$ cat src/common/ipq_consts.svh
`ifndef IPQ_CONSTS_SVH
`define IPQ_CONSTS_SVH

// virtual channels per input port
`define IPQ_V 4

// flit slots per vc
`define IPQ_B 4

// shortest packet, header plus tail
`define IPQ_MIN_PCK 2

// packets that can wait in one vc, ceil(B / MIN_PCK)
`define IPQ_MAX_PCK ((`IPQ_B + `IPQ_MIN_PCK - 1) / `IPQ_MIN_PCK)

`define IPQ_FPAY 32   // payload bits

// mesh router ports, local plus four directions
`define IPQ_P 5

// traffic classes
`define IPQ_C 2
`define IPQ_CW 1      // class field

// destination port number field in the header payload
`define IPQ_DSTW 3

`endif

$ cat src/common/ipq_pkg.sv
`default_nettype none

`include "ipq_consts.svh"

package ipq_pkg;

    // one bit per virtual channel
    typedef logic [`IPQ_V-1:0] vc_mask_t;

    typedef logic [`IPQ_CW-1:0] class_t;

    // encoded port number, 0 to P-1
    typedef logic [`IPQ_DSTW-1:0] dst_port_t;

    // request over the other ports, own direction removed
    typedef logic [`IPQ_P-2:0] oport_mask_t;

    // header payload: dst port in the low bits, class right above
    typedef struct packed {
        logic                  hdr;
        logic                  tail;
        vc_mask_t              vc;
        logic [`IPQ_FPAY-1:0]  payload;
    } flit_t;

    typedef vc_mask_t [`IPQ_C-1:0] class_vc_tbl_t;

    // class 0 -> vc 0,1   class 1 -> vc 2,3
    localparam class_vc_tbl_t class_vc_table = {
        4'b1100,
        4'b0011
    };

endpackage

`default_nettype wire

$ cat src/hw/fwft_fifo.sv
`timescale 1ns/1ps
`default_nettype none

// head item is always on dout_o, rd_i just drops it
module fwft_fifo #(
    parameter type item_t = logic,
    parameter int  DEPTH  = 4
) (
    input  logic  clk,
    input  logic  reset,
    input  item_t din_i,
    input  logic  wr_i,
    input  logic  rd_i,
    output item_t dout_o,
    output logic  empty_o
);

    localparam int PW = (DEPTH > 1) ? $clog2(DEPTH) : 1;
    localparam int CW = $clog2(DEPTH + 1);

    item_t          mem [DEPTH];
    logic [PW-1:0]  wr_ptr;
    logic [PW-1:0]  rd_ptr;
    logic [CW-1:0]  count;
    logic           do_wr;
    logic           do_rd;

    function automatic logic [PW-1:0] ptr_inc(input logic [PW-1:0] p);
        return (p == PW'(DEPTH - 1)) ? '0 : p + 1'b1;
    endfunction

    assign do_rd = rd_i && (count != '0);       // pop of an empty fifo is ignored
    assign do_wr = wr_i && ((count != CW'(DEPTH)) || do_rd);

    always_ff @(posedge clk) begin
        if (do_wr) mem[wr_ptr] <= din_i;
    end

    always_ff @(posedge clk or posedge reset) begin
        if (reset) begin
            wr_ptr <= '0;
            rd_ptr <= '0;
            count  <= '0;
        end else begin
            if (do_wr) wr_ptr <= ptr_inc(wr_ptr);
            if (do_rd) rd_ptr <= ptr_inc(rd_ptr);
            if (do_wr && !do_rd) begin
                count <= count + 1'b1;
            end else if (do_rd && !do_wr) begin
                count <= count - 1'b1;
            end
        end
    end

    assign dout_o  = mem[rd_ptr];
    assign empty_o = (count == '0);

endmodule

`default_nettype wire

$ cat src/input_queue/header_extract.sv
`timescale 1ns/1ps
`default_nettype none

`include "ipq_consts.svh"

// pure decode of the incoming flit, no state
module header_extract (
    input  ipq_pkg::flit_t     flit_i,
    input  logic               flit_we_i,
    output ipq_pkg::vc_mask_t  flit_wr_o,
    output ipq_pkg::vc_mask_t  hdr_wr_o,
    output logic               tail_flg_o,
    output ipq_pkg::class_t    class_o,
    output ipq_pkg::dst_port_t dst_port_o
);
    import ipq_pkg::*;

    vc_mask_t vc_sel;

    assign vc_sel = flit_i.vc;   // one-hot from upstream

    // every flit goes to the buffer, only headers feed the route queues
    assign flit_wr_o = flit_we_i ? vc_sel : '0;
    assign hdr_wr_o  = (flit_we_i && flit_i.hdr) ? vc_sel : '0;

    assign tail_flg_o = flit_i.tail;

    // fields are only meaningful while hdr is set
    assign dst_port_o = flit_i.payload[`IPQ_DSTW-1:0];
    assign class_o    = flit_i.payload[`IPQ_DSTW +: `IPQ_CW];

endmodule

`default_nettype wire

$ cat src/input_queue/vc_flit_buffer.sv
`timescale 1ns/1ps
`default_nettype none

`include "ipq_consts.svh"

module vc_flit_buffer (
    input  logic              clk,
    input  logic              reset,
    input  ipq_pkg::flit_t    flit_i,
    input  ipq_pkg::vc_mask_t flit_wr_i,
    input  ipq_pkg::vc_mask_t rd_vc_i,
    output ipq_pkg::flit_t    flit_o,
    output ipq_pkg::vc_mask_t not_empty_o
);
    import ipq_pkg::*;

    localparam int PW = (`IPQ_B > 1) ? $clog2(`IPQ_B) : 1;
    localparam int CW = $clog2(`IPQ_B + 1);
    localparam int VW = (`IPQ_V > 1) ? $clog2(`IPQ_V) : 1;

    flit_t          mem    [`IPQ_V][`IPQ_B];
    logic [PW-1:0]  wr_ptr [`IPQ_V];
    logic [PW-1:0]  rd_ptr [`IPQ_V];
    logic [CW-1:0]  count  [`IPQ_V];
    logic [VW-1:0]  rd_idx;

    function automatic logic [PW-1:0] ptr_inc(input logic [PW-1:0] p);
        return (p == PW'(`IPQ_B - 1)) ? '0 : p + 1'b1;
    endfunction

    // shared write port, flit_wr_i picks the vc
    always_ff @(posedge clk) begin
        for (int v = 0; v < `IPQ_V; v++) begin
            if (flit_wr_i[v]) mem[v][wr_ptr[v]] <= flit_i;
        end
    end

    always_ff @(posedge clk or posedge reset) begin
        if (reset) begin
            for (int v = 0; v < `IPQ_V; v++) begin
                wr_ptr[v] <= '0;
                rd_ptr[v] <= '0;
                count[v]  <= '0;
            end
        end else begin
            for (int v = 0; v < `IPQ_V; v++) begin
                if (flit_wr_i[v]) wr_ptr[v] <= ptr_inc(wr_ptr[v]);
                if (rd_vc_i[v])   rd_ptr[v] <= ptr_inc(rd_ptr[v]);  // grant = pop
                case ({flit_wr_i[v], rd_vc_i[v]})
                    2'b10:   count[v] <= count[v] + 1'b1;
                    2'b01:   count[v] <= count[v] - 1'b1;
                    default: count[v] <= count[v];
                endcase
            end
        end
    end

    // one-hot grant to index
    always_comb begin
        rd_idx = '0;
        for (int v = 0; v < `IPQ_V; v++) begin
            if (rd_vc_i[v]) rd_idx = VW'(v);
        end
    end

    assign flit_o = mem[rd_idx][rd_ptr[rd_idx]];

    always_comb begin
        for (int v = 0; v < `IPQ_V; v++) begin
            not_empty_o[v] = (count[v] != '0);
        end
    end

endmodule

`default_nettype wire

$ cat src/input_queue/ivc_route_info.sv
`timescale 1ns/1ps
`default_nettype none

`include "ipq_consts.svh"

module ivc_route_info #(
    parameter int SW_LOC = 0
) (
    input  logic                 clk,
    input  logic                 reset,
    input  ipq_pkg::vc_mask_t    flit_wr_i,
    input  ipq_pkg::vc_mask_t    hdr_wr_i,
    input  logic                 tail_flg_i,
    input  ipq_pkg::class_t      class_i,
    input  ipq_pkg::dst_port_t   dst_port_i,
    input  ipq_pkg::vc_mask_t    rd_vc_i,
    input  ipq_pkg::vc_mask_t    release_vc_i,
    output ipq_pkg::vc_mask_t    flit_is_tail_o,
    output ipq_pkg::oport_mask_t dest_port_o      [`IPQ_V],
    output ipq_pkg::vc_mask_t    candidate_ovcs_o [`IPQ_V]
);
    import ipq_pkg::*;

    vc_mask_t  tail_head;
    vc_mask_t  tail_empty;
    vc_mask_t  cls_empty;
    vc_mask_t  dst_empty;
    class_t    cls_head [`IPQ_V];
    dst_port_t dst_head [`IPQ_V];

    // bit i of the request is port i below SW_LOC and port i+1 above it
    function automatic oport_mask_t decode_dst(input dst_port_t p);
        oport_mask_t m;
        int          port_num;
        for (int i = 0; i < `IPQ_P - 1; i++) begin
            port_num = (i < SW_LOC) ? i : i + 1;
            m[i] = (int'(p) == port_num);
        end
        return m;
    endfunction

    for (genvar v = 0; v < `IPQ_V; v++) begin : g_vc
        // one entry per flit, popped on every grant
        fwft_fifo #(
            .item_t (logic),
            .DEPTH  (`IPQ_B)
        ) u_tail_fifo (
            .clk     (clk),
            .reset   (reset),
            .din_i   (tail_flg_i),
            .wr_i    (flit_wr_i[v]),
            .rd_i    (rd_vc_i[v]),
            .dout_o  (tail_head[v]),
            .empty_o (tail_empty[v])
        );

        // one entry per packet, popped when the vc is released
        fwft_fifo #(
            .item_t (class_t),
            .DEPTH  (`IPQ_MAX_PCK)
        ) u_class_fifo (
            .clk     (clk),
            .reset   (reset),
            .din_i   (class_i),
            .wr_i    (hdr_wr_i[v]),
            .rd_i    (release_vc_i[v]),
            .dout_o  (cls_head[v]),
            .empty_o (cls_empty[v])
        );

        fwft_fifo #(
            .item_t (dst_port_t),
            .DEPTH  (`IPQ_MAX_PCK)
        ) u_dst_fifo (
            .clk     (clk),
            .reset   (reset),
            .din_i   (dst_port_i),
            .wr_i    (hdr_wr_i[v]),
            .rd_i    (release_vc_i[v]),
            .dout_o  (dst_head[v]),
            .empty_o (dst_empty[v])
        );

        // nothing requested while no packet is queued
        assign dest_port_o[v]      = dst_empty[v] ? '0 : decode_dst(dst_head[v]);
        assign candidate_ovcs_o[v] = cls_empty[v] ? '0 : class_vc_table[cls_head[v]];
    end

    assign flit_is_tail_o = tail_head & ~tail_empty;

endmodule

`default_nettype wire

$ cat src/input_queue/flit_out_stage.sv
`timescale 1ns/1ps
`default_nettype none

`include "ipq_consts.svh"

module flit_out_stage (
    input  logic              clk,
    input  logic              reset,
    input  ipq_pkg::vc_mask_t grant_i,
    input  ipq_pkg::flit_t    flit_i,
    input  ipq_pkg::vc_mask_t assigned_ovc_i [`IPQ_V],
    output ipq_pkg::flit_t    flit_o,
    output logic              flit_we_o
);
    import ipq_pkg::*;

    vc_mask_t ovc_sel;
    flit_t    flit_mod;

    // output vc of the granted input vc
    always_comb begin
        ovc_sel = '0;
        for (int v = 0; v < `IPQ_V; v++) begin
            if (grant_i[v]) ovc_sel = assigned_ovc_i[v];
        end
        flit_mod    = flit_i;
        flit_mod.vc = ovc_sel;   // flags and payload pass unchanged
    end

    always_ff @(posedge clk) begin
        if (|grant_i) flit_o <= flit_mod;
    end

    // one strobe per grant, a cycle later
    always_ff @(posedge clk or posedge reset) begin
        if (reset) begin
            flit_we_o <= 1'b0;
        end else begin
            flit_we_o <= |grant_i;
        end
    end

endmodule

`default_nettype wire

$ cat src/input_queue/input_queue_port.sv
`timescale 1ns/1ps
`default_nettype none

`include "ipq_consts.svh"

// one mesh router input port, SW_LOC is its own direction
module input_queue_port #(
    parameter int SW_LOC = 0
) (
    input  logic                 clk,
    input  logic                 reset,
    input  ipq_pkg::flit_t       flit_in_i,
    input  logic                 flit_in_we_i,
    input  ipq_pkg::vc_mask_t    ivc_grant_i,
    input  ipq_pkg::vc_mask_t    reset_ivc_i,
    input  ipq_pkg::vc_mask_t    assigned_ovc_i   [`IPQ_V],
    output ipq_pkg::vc_mask_t    ivc_request_o,
    output ipq_pkg::vc_mask_t    flit_is_tail_o,
    output ipq_pkg::oport_mask_t dest_port_o      [`IPQ_V],
    output ipq_pkg::vc_mask_t    candidate_ovcs_o [`IPQ_V],
    output ipq_pkg::flit_t       flit_out_o,
    output logic                 flit_out_we_o
);
    import ipq_pkg::*;

    vc_mask_t  flit_wr;
    vc_mask_t  hdr_wr;
    logic      tail_flg;
    class_t    class_in;
    dst_port_t dst_port_in;
    flit_t     head_flit;

    header_extract u_header_extract (
        .flit_i     (flit_in_i),
        .flit_we_i  (flit_in_we_i),
        .flit_wr_o  (flit_wr),
        .hdr_wr_o   (hdr_wr),
        .tail_flg_o (tail_flg),
        .class_o    (class_in),
        .dst_port_o (dst_port_in)
    );

    // a vc requests while it holds any flit
    vc_flit_buffer u_flit_buffer (
        .clk         (clk),
        .reset       (reset),
        .flit_i      (flit_in_i),
        .flit_wr_i   (flit_wr),
        .rd_vc_i     (ivc_grant_i),
        .flit_o      (head_flit),
        .not_empty_o (ivc_request_o)
    );

    ivc_route_info #(
        .SW_LOC (SW_LOC)
    ) u_route_info (
        .clk              (clk),
        .reset            (reset),
        .flit_wr_i        (flit_wr),
        .hdr_wr_i         (hdr_wr),
        .tail_flg_i       (tail_flg),
        .class_i          (class_in),
        .dst_port_i       (dst_port_in),
        .rd_vc_i          (ivc_grant_i),
        .release_vc_i     (reset_ivc_i),
        .flit_is_tail_o   (flit_is_tail_o),
        .dest_port_o      (dest_port_o),
        .candidate_ovcs_o (candidate_ovcs_o)
    );

    flit_out_stage u_flit_out (
        .clk            (clk),
        .reset          (reset),
        .grant_i        (ivc_grant_i),
        .flit_i         (head_flit),
        .assigned_ovc_i (assigned_ovc_i),
        .flit_o         (flit_out_o),
        .flit_we_o      (flit_out_we_o)
    );

endmodule

`default_nettype wire

$ cat config.mk
export PLATFORM = sky130hd
export DESIGN_NAME = input_queue_port
export DESIGN_NICKNAME = d
export VERILOG_FILES = /design/src/common/ipq_pkg.sv /design/src/hw/fwft_fifo.sv /design/src/input_queue/header_extract.sv /design/src/input_queue/vc_flit_buffer.sv /design/src/input_queue/ivc_route_info.sv /design/src/input_queue/flit_out_stage.sv /design/src/input_queue/input_queue_port.sv
export VERILOG_INCLUDE_DIRS = /design/src /design/src/common
export SDC_FILE = /design/constraint.sdc
export NUM_CORES = 1
export LEC_CHECK = 0
export BUFFER_PORTS_ARGS = -buffer_cell sky130_fd_sc_hd__clkbuf_2
export CAP_MARGIN = 10
export CORE_ASPECT_RATIO = 2
export CORE_UTILIZATION = 45
export CTS_BUF_LIST = sky130_fd_sc_hd__clkbuf_16
export CTS_CLUSTER_DIAMETER = 200
export DETAILED_ROUTE_END_ITERATION = 6
export GPL_TIMING_DRIVEN = 0
export PLACE_DENSITY = 0.69
export SLEW_MARGIN = 20
export SYNTH_ARGS = -nofsm -noshare
export SYNTH_HDL_FRONTEND = slang
export SYNTH_HIERARCHICAL = 1
export SYNTH_SLANG_ARGS = --single-unit
$ cat constraint.sdc
create_clock -name clk -period 2.1 [get_ports clk]
set_input_delay 0.42 -clock clk [delete_from_list [all_inputs] [get_ports clk]]
set_output_delay 0.42 -clock clk [all_outputs]
set_load 0.01 [all_outputs]
## After elaboration in Yosys (flattened, before gate mapping)

Memory sizes are Yosys's and may differ from the RTL's.
Cells that the tools add are included.

- Bitwise gates (word level): 8
- Order comparisons: 14
- Reduce and logical (&&, ||, !) cells: 134
- Add/sub/neg operators: 64
- Equal/unequal tests: 52
- Muxes and demuxes: 131

Operators with widths:

| kind | number |
|---|---|
| 2-to-1 mux 152 bit | 4 |
| demux 38 bit (select 2 bit) | 4 |
| 2-to-1 mux 38 bit | 6 |
| 2-to-1 mux 4 bit | 22 |
| binary-select mux 38 bit (select 2 bit) | 1 |
| 2-to-1 mux 2 bit | 36 |
| logical AND 1 bit | 53 |
| adder 2 x 1 -> 2 bit (second input constant) | 24 |
| nonzero test 2 bit | 24 |
| 2-to-1 mux 1 bit | 45 |
| == test 2 bit (second input constant) | 20 |
| == test 3 bit (second input constant) | 12 |
| adder 3 x 1 -> 3 bit (second input constant) | 8 |
| logical NOT 1 bit | 24 |
| 2-to-1 mux 3 bit | 8 |
| one-hot mux 3 bit (2 select lines) | 4 |
| nonzero test 3 bit | 8 |
| subtractor 3 x 1 -> 3 bit (second input constant) | 8 |
| >= comparator 3 bit (second input constant) | 6 |
| inverter 2 -> 3 bit | 6 |
| adder 1 bit (second input constant) | 16 |
| logical NOT 2 bit | 8 |
| != test 2 bit (second input constant) | 8 |
| subtractor 2 x 1 -> 2 bit (second input constant) | 8 |
| other kinds (11) | 40 |

- Flip-flop bits (word level): 127
- Input port bits: 65
- Memory bits (writable): 656
- Output and inout port bits: 79
- Logic and storage cells: 469
- Memories kept: 13

Memories:

| memory | depth | width | read ports | clocked after memory_dff | wr ports | RTL line | source |
|---|---|---|---|---|---|---|---|
| u_flit_buffer.mem | 4 | 152 | 1 | 0 | 4 | vc_flit_buffer.sv:21 | `` flit_t mem [`IPQ_V][`IPQ_B]; `` |
| u_route_info.g_vc[0].u_dst_fifo.mem | 2 | 3 | 1 | 0 | 1 | fwft_fifo.sv:21 | `item_t mem [DEPTH];` |
| u_route_info.g_vc[1].u_dst_fifo.mem | 2 | 3 | 1 | 0 | 1 | fwft_fifo.sv:21 |  |
| u_route_info.g_vc[2].u_dst_fifo.mem | 2 | 3 | 1 | 0 | 1 | fwft_fifo.sv:21 |  |
| u_route_info.g_vc[3].u_dst_fifo.mem | 2 | 3 | 1 | 0 | 1 | fwft_fifo.sv:21 |  |
| u_route_info.g_vc[0].u_tail_fifo.mem | 4 | 1 | 1 | 0 | 1 | fwft_fifo.sv:21 |  |
| 7 more memories | n/a | n/a | n/a | n/a | n/a | n/a |  |

## Logic depth before layout (Yosys ltp)

Gate-level depths: netlist of the first run.

- Depth after elaboration: 11
- Depth in mapped cells: 8
- Depth with buffers taken out: 8

## Modules after synthesis

The synthesis of the first run kept the hierarchy.

Modules (own cells, without submodules):

| module | cells each | area an instance (um^2) | times used | seq. area each (um^2) |
|---|---|---|---|---|
| vc_flit_buffer | 1515 | 25991.2 | 1 | 18958.2 |
| fwft_fifo at u_route_info.g_vc[0].u_tail_fifo ... | 42 | 595.6 | 4 | 295.3 |
| fwft_fifo at u_route_info.g_vc[0].u_dst_fifo ... | 28 | 425.4 | 4 | 280.3 |
| flit_out_stage | 59 | 1295.0 | 1 | 1166.1 |
| fwft_fifo at u_route_info.g_vc[0].u_class_fifo ... | 22 | 282.8 | 4 | 160.2 |
| ivc_route_info | 36 | 280.3 | 1 | 0.0 |
| header_extract | 13 | 92.6 | 1 | 0.0 |

## Worst setup path before layout of the first run

Ideal clock, no wire load.

- Path type: register to register
- Start point: reg u_route_info.g_vc[0].u_tail_fifo.count[1]
- End point: reg u_route_info.g_vc[0].u_tail_fifo.count[1]
- Cell stages (with the launch flop): 6
- Path slack: 0.109 ns
- Setup time: 0.125 ns
- Buffers on the path: 0
- Data arrival time: 1.867 ns
- Data required time: 1.975 ns
- Clock period less this slack: 1.991 ns
- Path through: dfrtp_1 > o41a_4 > ha_1 > inv_1 > fa_1 > mux2_2

- Word-level cells in the longest chain between the ends: 7
- Elaborated cells on any way between the ends: 14
- Classes of those cells: add/sub: 2; eq/ne: 1; mux: 2; reduce/logical: 9

Ends and longest elaborated chain:

| item | RTL line | source |
|---|---|---|
| start, declared | fwft_fifo.sv:24 | `logic [CW-1:0] count;` |
| start signal, assigned | fwft_fifo.sv:48 | `count <= count + 1'b1;` |
| start signal, assigned | fwft_fifo.sv:50 | `count <= count - 1'b1;` |
| nonzero test 3 bit | fwft_fifo.sv:32 | `assign do_rd = rd_i && (count != '0);` |
| logical AND 1 bit | fwft_fifo.sv:32 |  |
| logical OR 1 bit * | fwft_fifo.sv:33 | `assign do_wr = wr_i && ((count != CW'(DEPTH)) \|\| do_rd);` |
| logical AND 1 bit * | fwft_fifo.sv:33 |  |
| net u_route_info.g_vc[0].u_tail_fifo.do_wr | fwft_fifo.sv:25 | `logic do_wr;` |
| logical NOT 1 bit | fwft_fifo.sv:49 | `end else if (do_rd && !do_wr) begin` |
| logical AND 1 bit | fwft_fifo.sv:49 |  |
| nonzero test 2 bit (no source line) | n/a |  |

Mark *: on every way through the listed nets, which the timed path passes. The rest lies on a longest branch. The select of a mux whose other input is x is not followed.
A chain may end at the register's enable or synchronous reset.

==> flow_metrics.env, run 1 <==
export IMPL_fmax_ghz=0.428
export IMPL_critPathMaxStageDelay_ps=450
export IMPL_wl_met2_um=42100
export IMPL_vias_per_cell=5.65
export IMPL_io_buffers=143
export IMPL_overflow=0
export IMPL_cts_htree_levels=2
export IMPL_fp_row_count=134
export IMPL_slew_viol_final=0
export IMPL_clock_root_buffer="clkbuf_16"
export IMPL_clk_pin_slew_ps=70
export IMPL_status="finished, violations left"
export IMPL_highest_layer="met4"
export IMPL_start_util_pct=45.5
export IMPL_postPlaceCellArea_um2=32400
export IMPL_grt_use_total_pct=22.3
export IMPL_fin_nets=2221
export IMPL_grt_pass1_vias=18227
export IMPL_hold_path_class="input port to flop"
export IMPL_ir_drop_mv=0.999
export IMPL_synthesis_area_um2=30400
export IMPL_antenna_found_initial=0
export IMPL_powerDensity_nw_per_um2=1150
export IMPL_cp_slowest_cell="dfrtp_2"
export IMPL_gp_congestion=0.840
export IMPL_post_route_min_period_ps=2340
export IMPL_grt_first_pass_wirelength_um=111000
export IMPL_drc=0
export IMPL_ys_warnings_count=6
export IMPL_fin_crit_sh_pct=111
export IMPL_cts_max_path_buffers=3
export IMPL_cp_data_required_time_ps=1680
export IMPL_final_setup_tns_ps=-3140
export IMPL_die_w_um=186
export IMPL_hold_ws_ps=183
export IMPL_clock_skew_ps=33.6
export IMPL_hold_viol_final=0
export IMPL_wl_um=75100
export IMPL_p_leak_uw=0.0130
export IMPL_layout_common_cells="edfxtp_1 (630), mux2i_1 (143), nand2_1 (141)"
export IMPL_m1WireLength_um=25800
export IMPL_synthCells=1859
export IMPL_cap_violations=0
export IMPL_cts_sinks=719
export IMPL_dieArea_um2=68600
export IMPL_dp_final_hpwl_um=49700
export IMPL_worst_slew_pin_transition_ps=741
export IMPL_core_area_um2=66700
export IMPL_diodes=0
export IMPL_critPathArrivalTime_ps=1920
export IMPL_pin_count=144
export IMPL_design_area_um2=35300
export IMPL_fin_util_pct=52.9
export IMPL_cts_tree="done"
export IMPL_syn2layout_area_growth_pct=16.3
export IMPL_critPathLaunchType="flop"
export IMPL_ant_nets=0
export IMPL_avgSynthCellArea_um2=16.3
export IMPL_drive_gt1_share_pct=31.5
export IMPL_power_uw=40400
export IMPL_vias=17108
export IMPL_grt_start_max_net_pins=35
export IMPL_r2r_slack_ps=20
export IMPL_wl_per_cell_um=24.8
export IMPL_worst_setup_path_end_kind="primary output"
export IMPL_maxSlewHeadroom_pct=50.6
export IMPL_die_y_um=369
export IMPL_cts_buffers=60
export IMPL_dr_wl_met3_um=3520
export IMPL_setup_viol=20
export IMPL_drt_iter0_drc=1269
export IMPL_first_pass_iters=6
export IMPL_rsz0062_at_grt="yes"
export IMPL_clk_latency_ps=630
export IMPL_violations="setup timing"
export IMPL_path_cells="mux2_4 > nor4b_4 > buf_2"
export IMPL_final_setup_worst_slack_ps=-237
export IMPL_final_common_cell="edfxtp_1"
export IMPL_path_class="flop to primary output"
export IMPL_path_max_fanout=4
export IMPL_synth_fp_nets=1988
==> worst max-delay path, delay by kind of cell (launching register included) <==
family / cells / cell delay (ps)
buf+inv: 1 / 180
simple gates: 1 / 290
flops: 1 / 450
mux: 1 / 360
==> path summary, 6_finish.rpt <==
| check | cells past startpoint | from | end |
|---|---|---|---|
| worst min-delay path | 3 | assigned_ovc_i[2] | u_flit_out/flit_o[34] |
| worst max-delay path | 3 | u_route_info/g_vc[0].u_dst_fifo/rd_ptr | dest_port_o[12] |
| min in group asynchronous | 3 | reset | u_flit_out/flit_we_o |
| max in group asynchronous | 3 | reset | u_flit_buffer/rd_ptr[4] |
| worst min register to register | 1 | u_flit_buffer/count[5] | u_flit_buffer/count[5] |
| worst max register to register | 6 | u_flit_buffer/rd_ptr[7] | u_flit_out/flit_o[27] |
==> routing by layer <==
| metal | track usage (%) | up-vias |
|---|---|---|
| li1 | - | 7570 |
| met1 | 23.5 | 8739 |
| met2 | 42.7 | 608 |
| met3 | 2.50 | 191 |
| met4 | 11.0 | 0 |
| met5 | 0 | - |
==> report_power, final <==
group,switching [µW],leakage (µW),internal [µW]
logic,5390,0.00509,4210
registers,1410,0.00680,17900
clock network,5180,0.00106,6320
==> registers in the layout, summed over array words and instances, names as in the netlist <==
register / flops
u_route_info/g_vc.u_tail_fifo/rd_ptr: 8
u_route_info/g_vc.u_tail_fifo/wr_ptr: 8
u_flit_buffer/wr_ptr: 8
u_route_info/g_vc.u_tail_fifo/mem: 16
u_route_info/g_vc.u_dst_fifo/count: 8
u_route_info/g_vc.u_dst_fifo/mem: 24
u_route_info/g_vc.u_tail_fifo/count: 12
u_route_info/g_vc.u_dst_fifo/rd_ptr: 4
u_flit_out/flit_we_o: 1
u_route_info/g_vc.u_class_fifo/mem: 8
u_route_info/g_vc.u_class_fifo/count: 8
u_flit_buffer/rd_ptr: 8
u_route_info/g_vc.u_class_fifo/wr_ptr: 4
u_route_info/g_vc.u_class_fifo/rd_ptr: 4
u_flit_buffer/mem: 544
u_route_info/g_vc.u_dst_fifo/wr_ptr: 4
u_flit_buffer/count: 12
u_flit_out/flit_o: 38
==> cell type report <==
cell class	instances	area (µm²)
well taps	884	1110
fillers	5482	31400
inverters	70	263
clock buffers	61	1530
multi-input cells	954	8900
flip-flops and latches	719	21200
plain buffers	108	692
clock inverters	52	507
repair buffers	179	1170
==> through the flow <==
| step | instances | setup WS, ps |
|---|---|---|
| 2_1_floorplan | 1859 | 109 |
| 3_3_place_gp | 2886 | -1540 |
| 3_5_place_dp | 2895 | -995 |
| 4_1_cts | 3018 | -263 |
| 5_1_grt | 3027 | -301 |
| 6_report | 3027 | -237 |
==> what timing repair did <==
item | CTS | global route
pin swaps | 21 | 20
endpoints found under the setup margin | 72 | 59
setup buffers | 18 | 9
hold buffers | 1 | 0
hold endpoints to repair | 26 | 0
resized for setup | 128 | 86
No activity file was read; power rests on OpenSTA's default activity.
==> run 2, diff against run 1 <==
--- a/config.mk
+++ b/config.mk
@@ -18,5 +18,4 @@
 export SLEW_MARGIN = 20
 export SYNTH_ARGS = -nofsm -noshare
 export SYNTH_HDL_FRONTEND = slang
-export SYNTH_HIERARCHICAL = 1
 export SYNTH_SLANG_ARGS = --single-unit
==> flow_metrics.env, run 2 <==
export IMPL_status="finished, violations left"
export IMPL_violations="setup timing"
export IMPL_synthCells=1871
export IMPL_cp_slowest_cell="mux4_2"
export IMPL_cts_max_path_buffers=3
export IMPL_powerDensity_nw_per_um2=1160
export IMPL_start_util_pct=45.6
export IMPL_final_setup_tns_ps=-1250
export IMPL_drive_gt1_share_pct=26.4
export IMPL_fin_nets=2249
export IMPL_cts_tree="done"
export IMPL_reg_top3="u_flit_buffer.mem x544, u_flit_out.flit_o x38, u_route_info.g_vc.u_dst_fifo.mem x24"
export IMPL_r2r_slack_ps=-60
export IMPL_post_route_min_period_ps=2260
export IMPL_ff_latch_area_um2=21200
export IMPL_wl_per_cell_um=25.4
export IMPL_crit_end="flit_is_tail_o[3]"
export IMPL_grt_start_max_net_pins=36
export IMPL_grt_first_pass_wirelength_um=114000
export IMPL_maxSlewHeadroom_pct=32.5
export IMPL_worst_slew_pin_transition_ps=1010
export IMPL_avgSynthCellArea_um2=16.1
export IMPL_first_pass_iters=5
export IMPL_pin_count=144
export IMPL_clock_root_buffer="clkbuf_16"
export IMPL_rsz0062_at_grt="yes"
export IMPL_core_area_um2=65900
export IMPL_path_class="flop to primary output"
export IMPL_path_cells="mux4_2 > o31a_1 > clkbuf_2"
export IMPL_layout_common_cells="edfxtp_1 (630), mux2i_1 (142), clkbuf_2 (128)"
export IMPL_cap_violations=0
export IMPL_antenna_found_initial=1
export IMPL_ant_nets=0
export IMPL_grt_pass1_vias=18473
export IMPL_critPathMaxStageDelay_ps=510
export IMPL_final_setup_worst_slack_ps=-160
export IMPL_cts_buffers=60
export IMPL_ys_warnings_count=0
export IMPL_critPathArrivalTime_ps=1840
export IMPL_startpoint="u_route_info.g_vc[3].u_tail_fifo.rd_ptr[0]"
export IMPL_worst_setup_path_end_kind="primary output"
export IMPL_final_common_cell="edfxtp_1"
export IMPL_critPathLaunchType="flop"
export IMPL_drt_iter0_drc=1429
export IMPL_clk_latency_ps=630
export IMPL_power_uw=40500
export IMPL_synth_fp_nets=2000
export IMPL_hold_viol_final=0
export IMPL_ys_ff_latch=719
export IMPL_gp_congestion=0.836
export IMPL_fin_crit_sh_pct=108
export IMPL_synth_top_area_cell="edfxtp_1"
export IMPL_rr_startpoint="u_route_info.g_vc[3].u_tail_fifo.count[0]"
export IMPL_overflow=0
export IMPL_vias=17516
export IMPL_fp_row_count=133
export IMPL_reg2reg_to="u_route_info.g_vc[3].u_tail_fifo.count[2]"
export IMPL_synth_most_common_cell="edfxtp_1"
export IMPL_yosysTopAreaCellShare_pct=62.9
export IMPL_setup_viol=21
export IMPL_vias_per_cell=5.75
export IMPL_regMostFlops="u_flit_buffer.mem"
export IMPL_drc=0
export IMPL_dp_final_hpwl_um=50900
export IMPL_largest_reg_flops=544
export IMPL_multi_input_area_um2=8650
export IMPL_synth_async_reset_ratio_pct=12.4
export IMPL_slew_viol_final=0
export IMPL_syn2layout_area_growth_pct=16.6
export IMPL_dieArea_um2=67900
export IMPL_die_y_um=368
export IMPL_cts_htree_levels=2
export IMPL_fmax_ghz=0.443
export IMPL_ys_types=45
export IMPL_synth_edf_count=630
export IMPL_synth_area_leaders="edfxtp_1 (63%), dfrtp_1 (7.4%), mux2i_1 (5.0%)"
export IMPL_cp_data_required_time_ps=1680
export IMPL_cts_sinks=719
export IMPL_clk_pin_slew_ps=70
export IMPL_r2r_cells=7
export IMPL_path_max_fanout=2
export IMPL_synthesis_area_um2=30100
export IMPL_synth_ff_type="edfxtp_1"
export IMPL_p_leak_uw=0.0127
export IMPL_ir_drop_mv=0.805
export IMPL_n_fill_cell=5385
export IMPL_grt_use_total_pct=22.9
export IMPL_synthTopCellsByCount="edfxtp_1 (630), mux2i_1 (149), nand2_1 (120)"
export IMPL_die_w_um=185
export IMPL_hold_path_class="input port to flop"
export IMPL_yosysSeqAreaShare_pct=70.3
export IMPL_clock_skew_ps=13.5
export IMPL_io_buffers=143
export IMPL_wl_um=77400
export IMPL_holdPathStages=2
==> run 2: where the power goes <==
group / switching (µW) / internal, µW
Combinational: 5520 / 4100
Clock: 5290 / 6140
Sequential: 1460 / 18000
==> run 2: worst min path at each step <==
| stage | from | endpoint |
|---|---|---|
| CTS | assigned_ovc_i[14] | u_flit_out.flit_o[34] |
| detailed placement | reset | u_route_info.g_vc[0].u_dst_fifo.wr_ptr |
| global placement | u_flit_buffer.count[8] | u_flit_buffer.count[8] |
| finish | assigned_ovc_i[14] | u_flit_out.flit_o[34] |
| global route | assigned_ovc_i[14] | u_flit_out.flit_o[34] |
| floorplan | u_flit_buffer.count[11] | u_flit_buffer.count[11] |
==> run 2: cell families (layout without fill, tap and decap cells) <==
| group | count (synthesis) | in the layout | synth area share, % |
|---|---|---|---|
| flip-flops | 719 | 719 | 70.3 |
| AND/OR/NAND/NOR | 350 | 350 | 5.99 |
| multiplexers | 273 | 273 | 9.77 |
| AO/OA/AOI/OAI | 246 | 246 | 6.85 |
| buffers and inverters | 155 | 453 | 2.32 |
| adder cells (fa/ha/maj) | 64 | 64 | 2.86 |
| XOR/XNOR | 64 | 64 | 1.86 |
| other | 0 | 1 | 0 |
==> run 2: worst max-delay path: cells and delay by family, from the launching register on <==
family	cells	cell delay, ps
DFF	1	390
muxes	1	510
buffers and inverters	1	150
AOI/OAI and AO/OA	1	170
==> run 2: per-stage QoR <==
stage	utilization, %	std cells	area, µm²	setup slack, ps	hold WS [ps]
CTS	52.7	3030	34700	-219	68.6
finish	53.2	3047	35100	-160	90.3
global route	53.2	3046	35100	-234	102
detailed placement	48.9	2901	32300	-836	405
global placement	48.6	2891	32000	-1440	448
floorplan	-	1871	30200	-38.6	435
==> run 2: final cells by class <==
cell class | count | area share, %
inverters | 43 | 0.471
multi-input cells | 997 | 24.7
plain buffers | 102 | 1.92
diodes | 1 | 0.00714
clock buffers | 62 | 4.42
clock inverters | 49 | 1.23
well taps | 877 | 3.13
flip-flops and latches | 719 | 60.3
repair buffers | 197 | 3.82
==> run 2: routing by layer <==
layer | wire [µm] | part of all wire, % | vias to the layer above | global-route usage [%]
li1 | - | - | 7742 | -
met4 | 4200 | 5.4 | 0 | 12.7
met3 | 3930 | 5.1 | 200 | 2.73
met2 | 42700 | 55 | 674 | 43.0
met5 | 0 | 0 | - | 0
met1 | 26600 | 34 | 8900 | 24.2
==> run 2: timing repair <==
item,in CTS,in global routing
gates resized for setup,94,77
endpoints found under the hold margin,10,0
hold buffers,1,0
pin swaps,15,24
gates cloned,0,1
setup endpoints to repair,220,63
setup buffers,25,18
==> run 3, diff against run 2 <==
--- a/config.mk
+++ b/config.mk
@@ -9,13 +9,15 @@
 export BUFFER_PORTS_ARGS = -buffer_cell sky130_fd_sc_hd__clkbuf_2
 export CAP_MARGIN = 10
 export CORE_ASPECT_RATIO = 2
-export CORE_UTILIZATION = 45
+export CORE_UTILIZATION = 56
 export CTS_BUF_LIST = sky130_fd_sc_hd__clkbuf_16
 export CTS_CLUSTER_DIAMETER = 200
+export CTS_CLUSTER_SIZE = 28
 export DETAILED_ROUTE_END_ITERATION = 6
 export GPL_TIMING_DRIVEN = 0
-export PLACE_DENSITY = 0.69
+export PLACE_DENSITY = 0.81
 export SLEW_MARGIN = 20
 export SYNTH_ARGS = -nofsm -noshare
 export SYNTH_HDL_FRONTEND = slang
+export SYNTH_HIERARCHICAL = 1
 export SYNTH_SLANG_ARGS = --single-unit
==> flow_metrics.env, run 3 (same netlist as run 1, synthesis figures left out) <==
export IMPL_status="finished, violations left"
export IMPL_violations="setup timing"
export IMPL_critPathArrivalTime_ps=1900
export IMPL_cts_buffers=29
export IMPL_multi_input_area_um2=8910
export IMPL_cts_sinks=719
export IMPL_clock_skew_ps=16.0
export IMPL_critPathLaunchType="flop"
export IMPL_hold_path_class="input port to flop"
export IMPL_ff_latch_area_um2=21200
export IMPL_cp_slowest_cell="dfrtp_2"
export IMPL_regMostFlops="u_flit_buffer/mem"
export IMPL_path_class="flop to primary output"
export IMPL_path_cells="mux2_4 > nor4b_4 > buf_2"
export IMPL_ant_nets=0
export IMPL_largest_reg_flops=544
export IMPL_setup_viol=21
export IMPL_overflow=0
export IMPL_slew_viol_final=0
export IMPL_wl_um=71900
export IMPL_dp_final_hpwl_um=49100
export IMPL_drive_gt1_share_pct=29.6
export IMPL_cap_violations=0
export IMPL_fin_nets=2206
export IMPL_layout_common_cells="edfxtp_1 (630), mux2i_1 (143), nand2_1 (141)"
export IMPL_dieArea_um2=55200
export IMPL_core_area_um2=53600
export IMPL_pin_count=144
export IMPL_final_common_cell="edfxtp_1"
export IMPL_clk_pin_slew_ps=110
export IMPL_worst_slew_pin_transition_ps=808
export IMPL_fin_util_pct=63.8
export IMPL_cts_max_path_buffers=3
export IMPL_grt_first_pass_wirelength_um=107000
export IMPL_powerDensity_nw_per_um2=1050
export IMPL_gp_congestion=0.860
export IMPL_vias=17261
export IMPL_final_setup_worst_slack_ps=-223
export IMPL_maxSlewHeadroom_pct=46.1
export IMPL_syn2layout_area_growth_pct=12.5
export IMPL_die_y_um=331
export IMPL_cts_tree="done"
export IMPL_reg_top3="u_flit_buffer/mem x544, u_flit_out/flit_o x38, u_route_info/g_vc.u_dst_fifo/mem x24"
export IMPL_grt_pass1_vias=18254
export IMPL_hold_ws_ps=158
export IMPL_drc=0
export IMPL_worst_setup_path_end_kind="primary output"
export IMPL_rsz0062_at_grt="yes"
export IMPL_antenna_found_initial=0
export IMPL_cts_htree_levels=1
export IMPL_grt_use_total_pct=26.0
export IMPL_drt_iter0_drc=1165
export IMPL_hold_viol_final=0
export IMPL_n_fill_cell=3599
export IMPL_fin_crit_sh_pct=111
export IMPL_fp_row_count=120
export IMPL_clock_root_buffer="clkbuf_16"
export IMPL_die_w_um=167
export IMPL_start_util_pct=56.7
export IMPL_vias_per_cell=6.23
export IMPL_post_route_min_period_ps=2320
export IMPL_p_leak_uw=0.0125
export IMPL_path_max_fanout=4
export IMPL_critPathMaxStageDelay_ps=470
export IMPL_cp_data_required_time_ps=1680
export IMPL_fmax_ghz=0.430
export IMPL_clk_latency_ps=620
export IMPL_first_pass_iters=5
export IMPL_grt_start_max_net_pins=35
export IMPL_io_buffers=143
export IMPL_wl_per_cell_um=25.9
export IMPL_ir_drop_mv=0.892
run 3: timing repair:
item	in CTS	in global routing
pin swaps	17	18
hold buffers	1	0
resized for setup	131	79
endpoints found under the hold margin	33	0
buffers inserted	18	16
setup endpoints to repair	70	61
run 3: through the flow:
step           std cells  area [µm²]  total power, µW  setup slack (ps)  setup TNS [ps]
2_1_floorplan       1859       30400            24600               109               0
5_1_grt             2771       34200            37300              -282           -4390
4_1_cts             2757       33800            35400              -223           -3670
3_3_place_gp        2673       31900            27200             -1290         -524020
6_report            2772       34200            35800              -223           -3140
3_5_place_dp        2690       32400            28000             -1160          -32630
run 3: area by class of cell:
type	instances	area share (%)
antenna	1	0.00732
buffer	108	1.99
clock buffer	29	2.12
clock inverter	25	0.311
inverter	70	0.769
multi-input combinational	954	26.1
sequential	719	61.9
tap	671	2.46
timing repair buffer	195	4.36
run 3: worst paths after layout:
check,cells after the start,slack [ps],startpoint,endpoint
setup / recovery,3,-220,u_route_info/g_vc[0].u_dst_fifo/rd_ptr,dest_port_o[15]
hold / removal,3,160,assigned_ovc_i[4],u_flit_out/flit_o[32]
setup reg to reg,6,-20,u_flit_buffer/rd_ptr[1],u_flit_out/flit_o[25]
hold reg to reg,1,480,u_flit_buffer/count[5],u_flit_buffer/count[5]
max in group asynchronous,3,930,reset,u_flit_buffer/count[10]
min in group asynchronous,3,460,reset,u_flit_out/flit_we_o
run 3: power by group:
part           switching, µW  internal (µW)  total [µW]
sequential              1400          17900       19300
clock                   4110           2560        6670
combinational           5450           4400        9860
total                  11000          24900       35800
run 3: critical path, delay by kind of cell (launching register included):
family	cells	cell delay, ps
flip-flops	1	470
AND/OR/NAND/NOR	1	280
multiplexers	1	360
buffers and inverters	1	180
run 3: per-layer routing:
layer  routed length, µm  GRT usage [%]  vias up
li1                    -              -     7519
met2               39800           49.4      852
met3                3950           2.26      234
met5                   0              0        -
met1               23800           27.7     8656
met4                4310           15.3        0
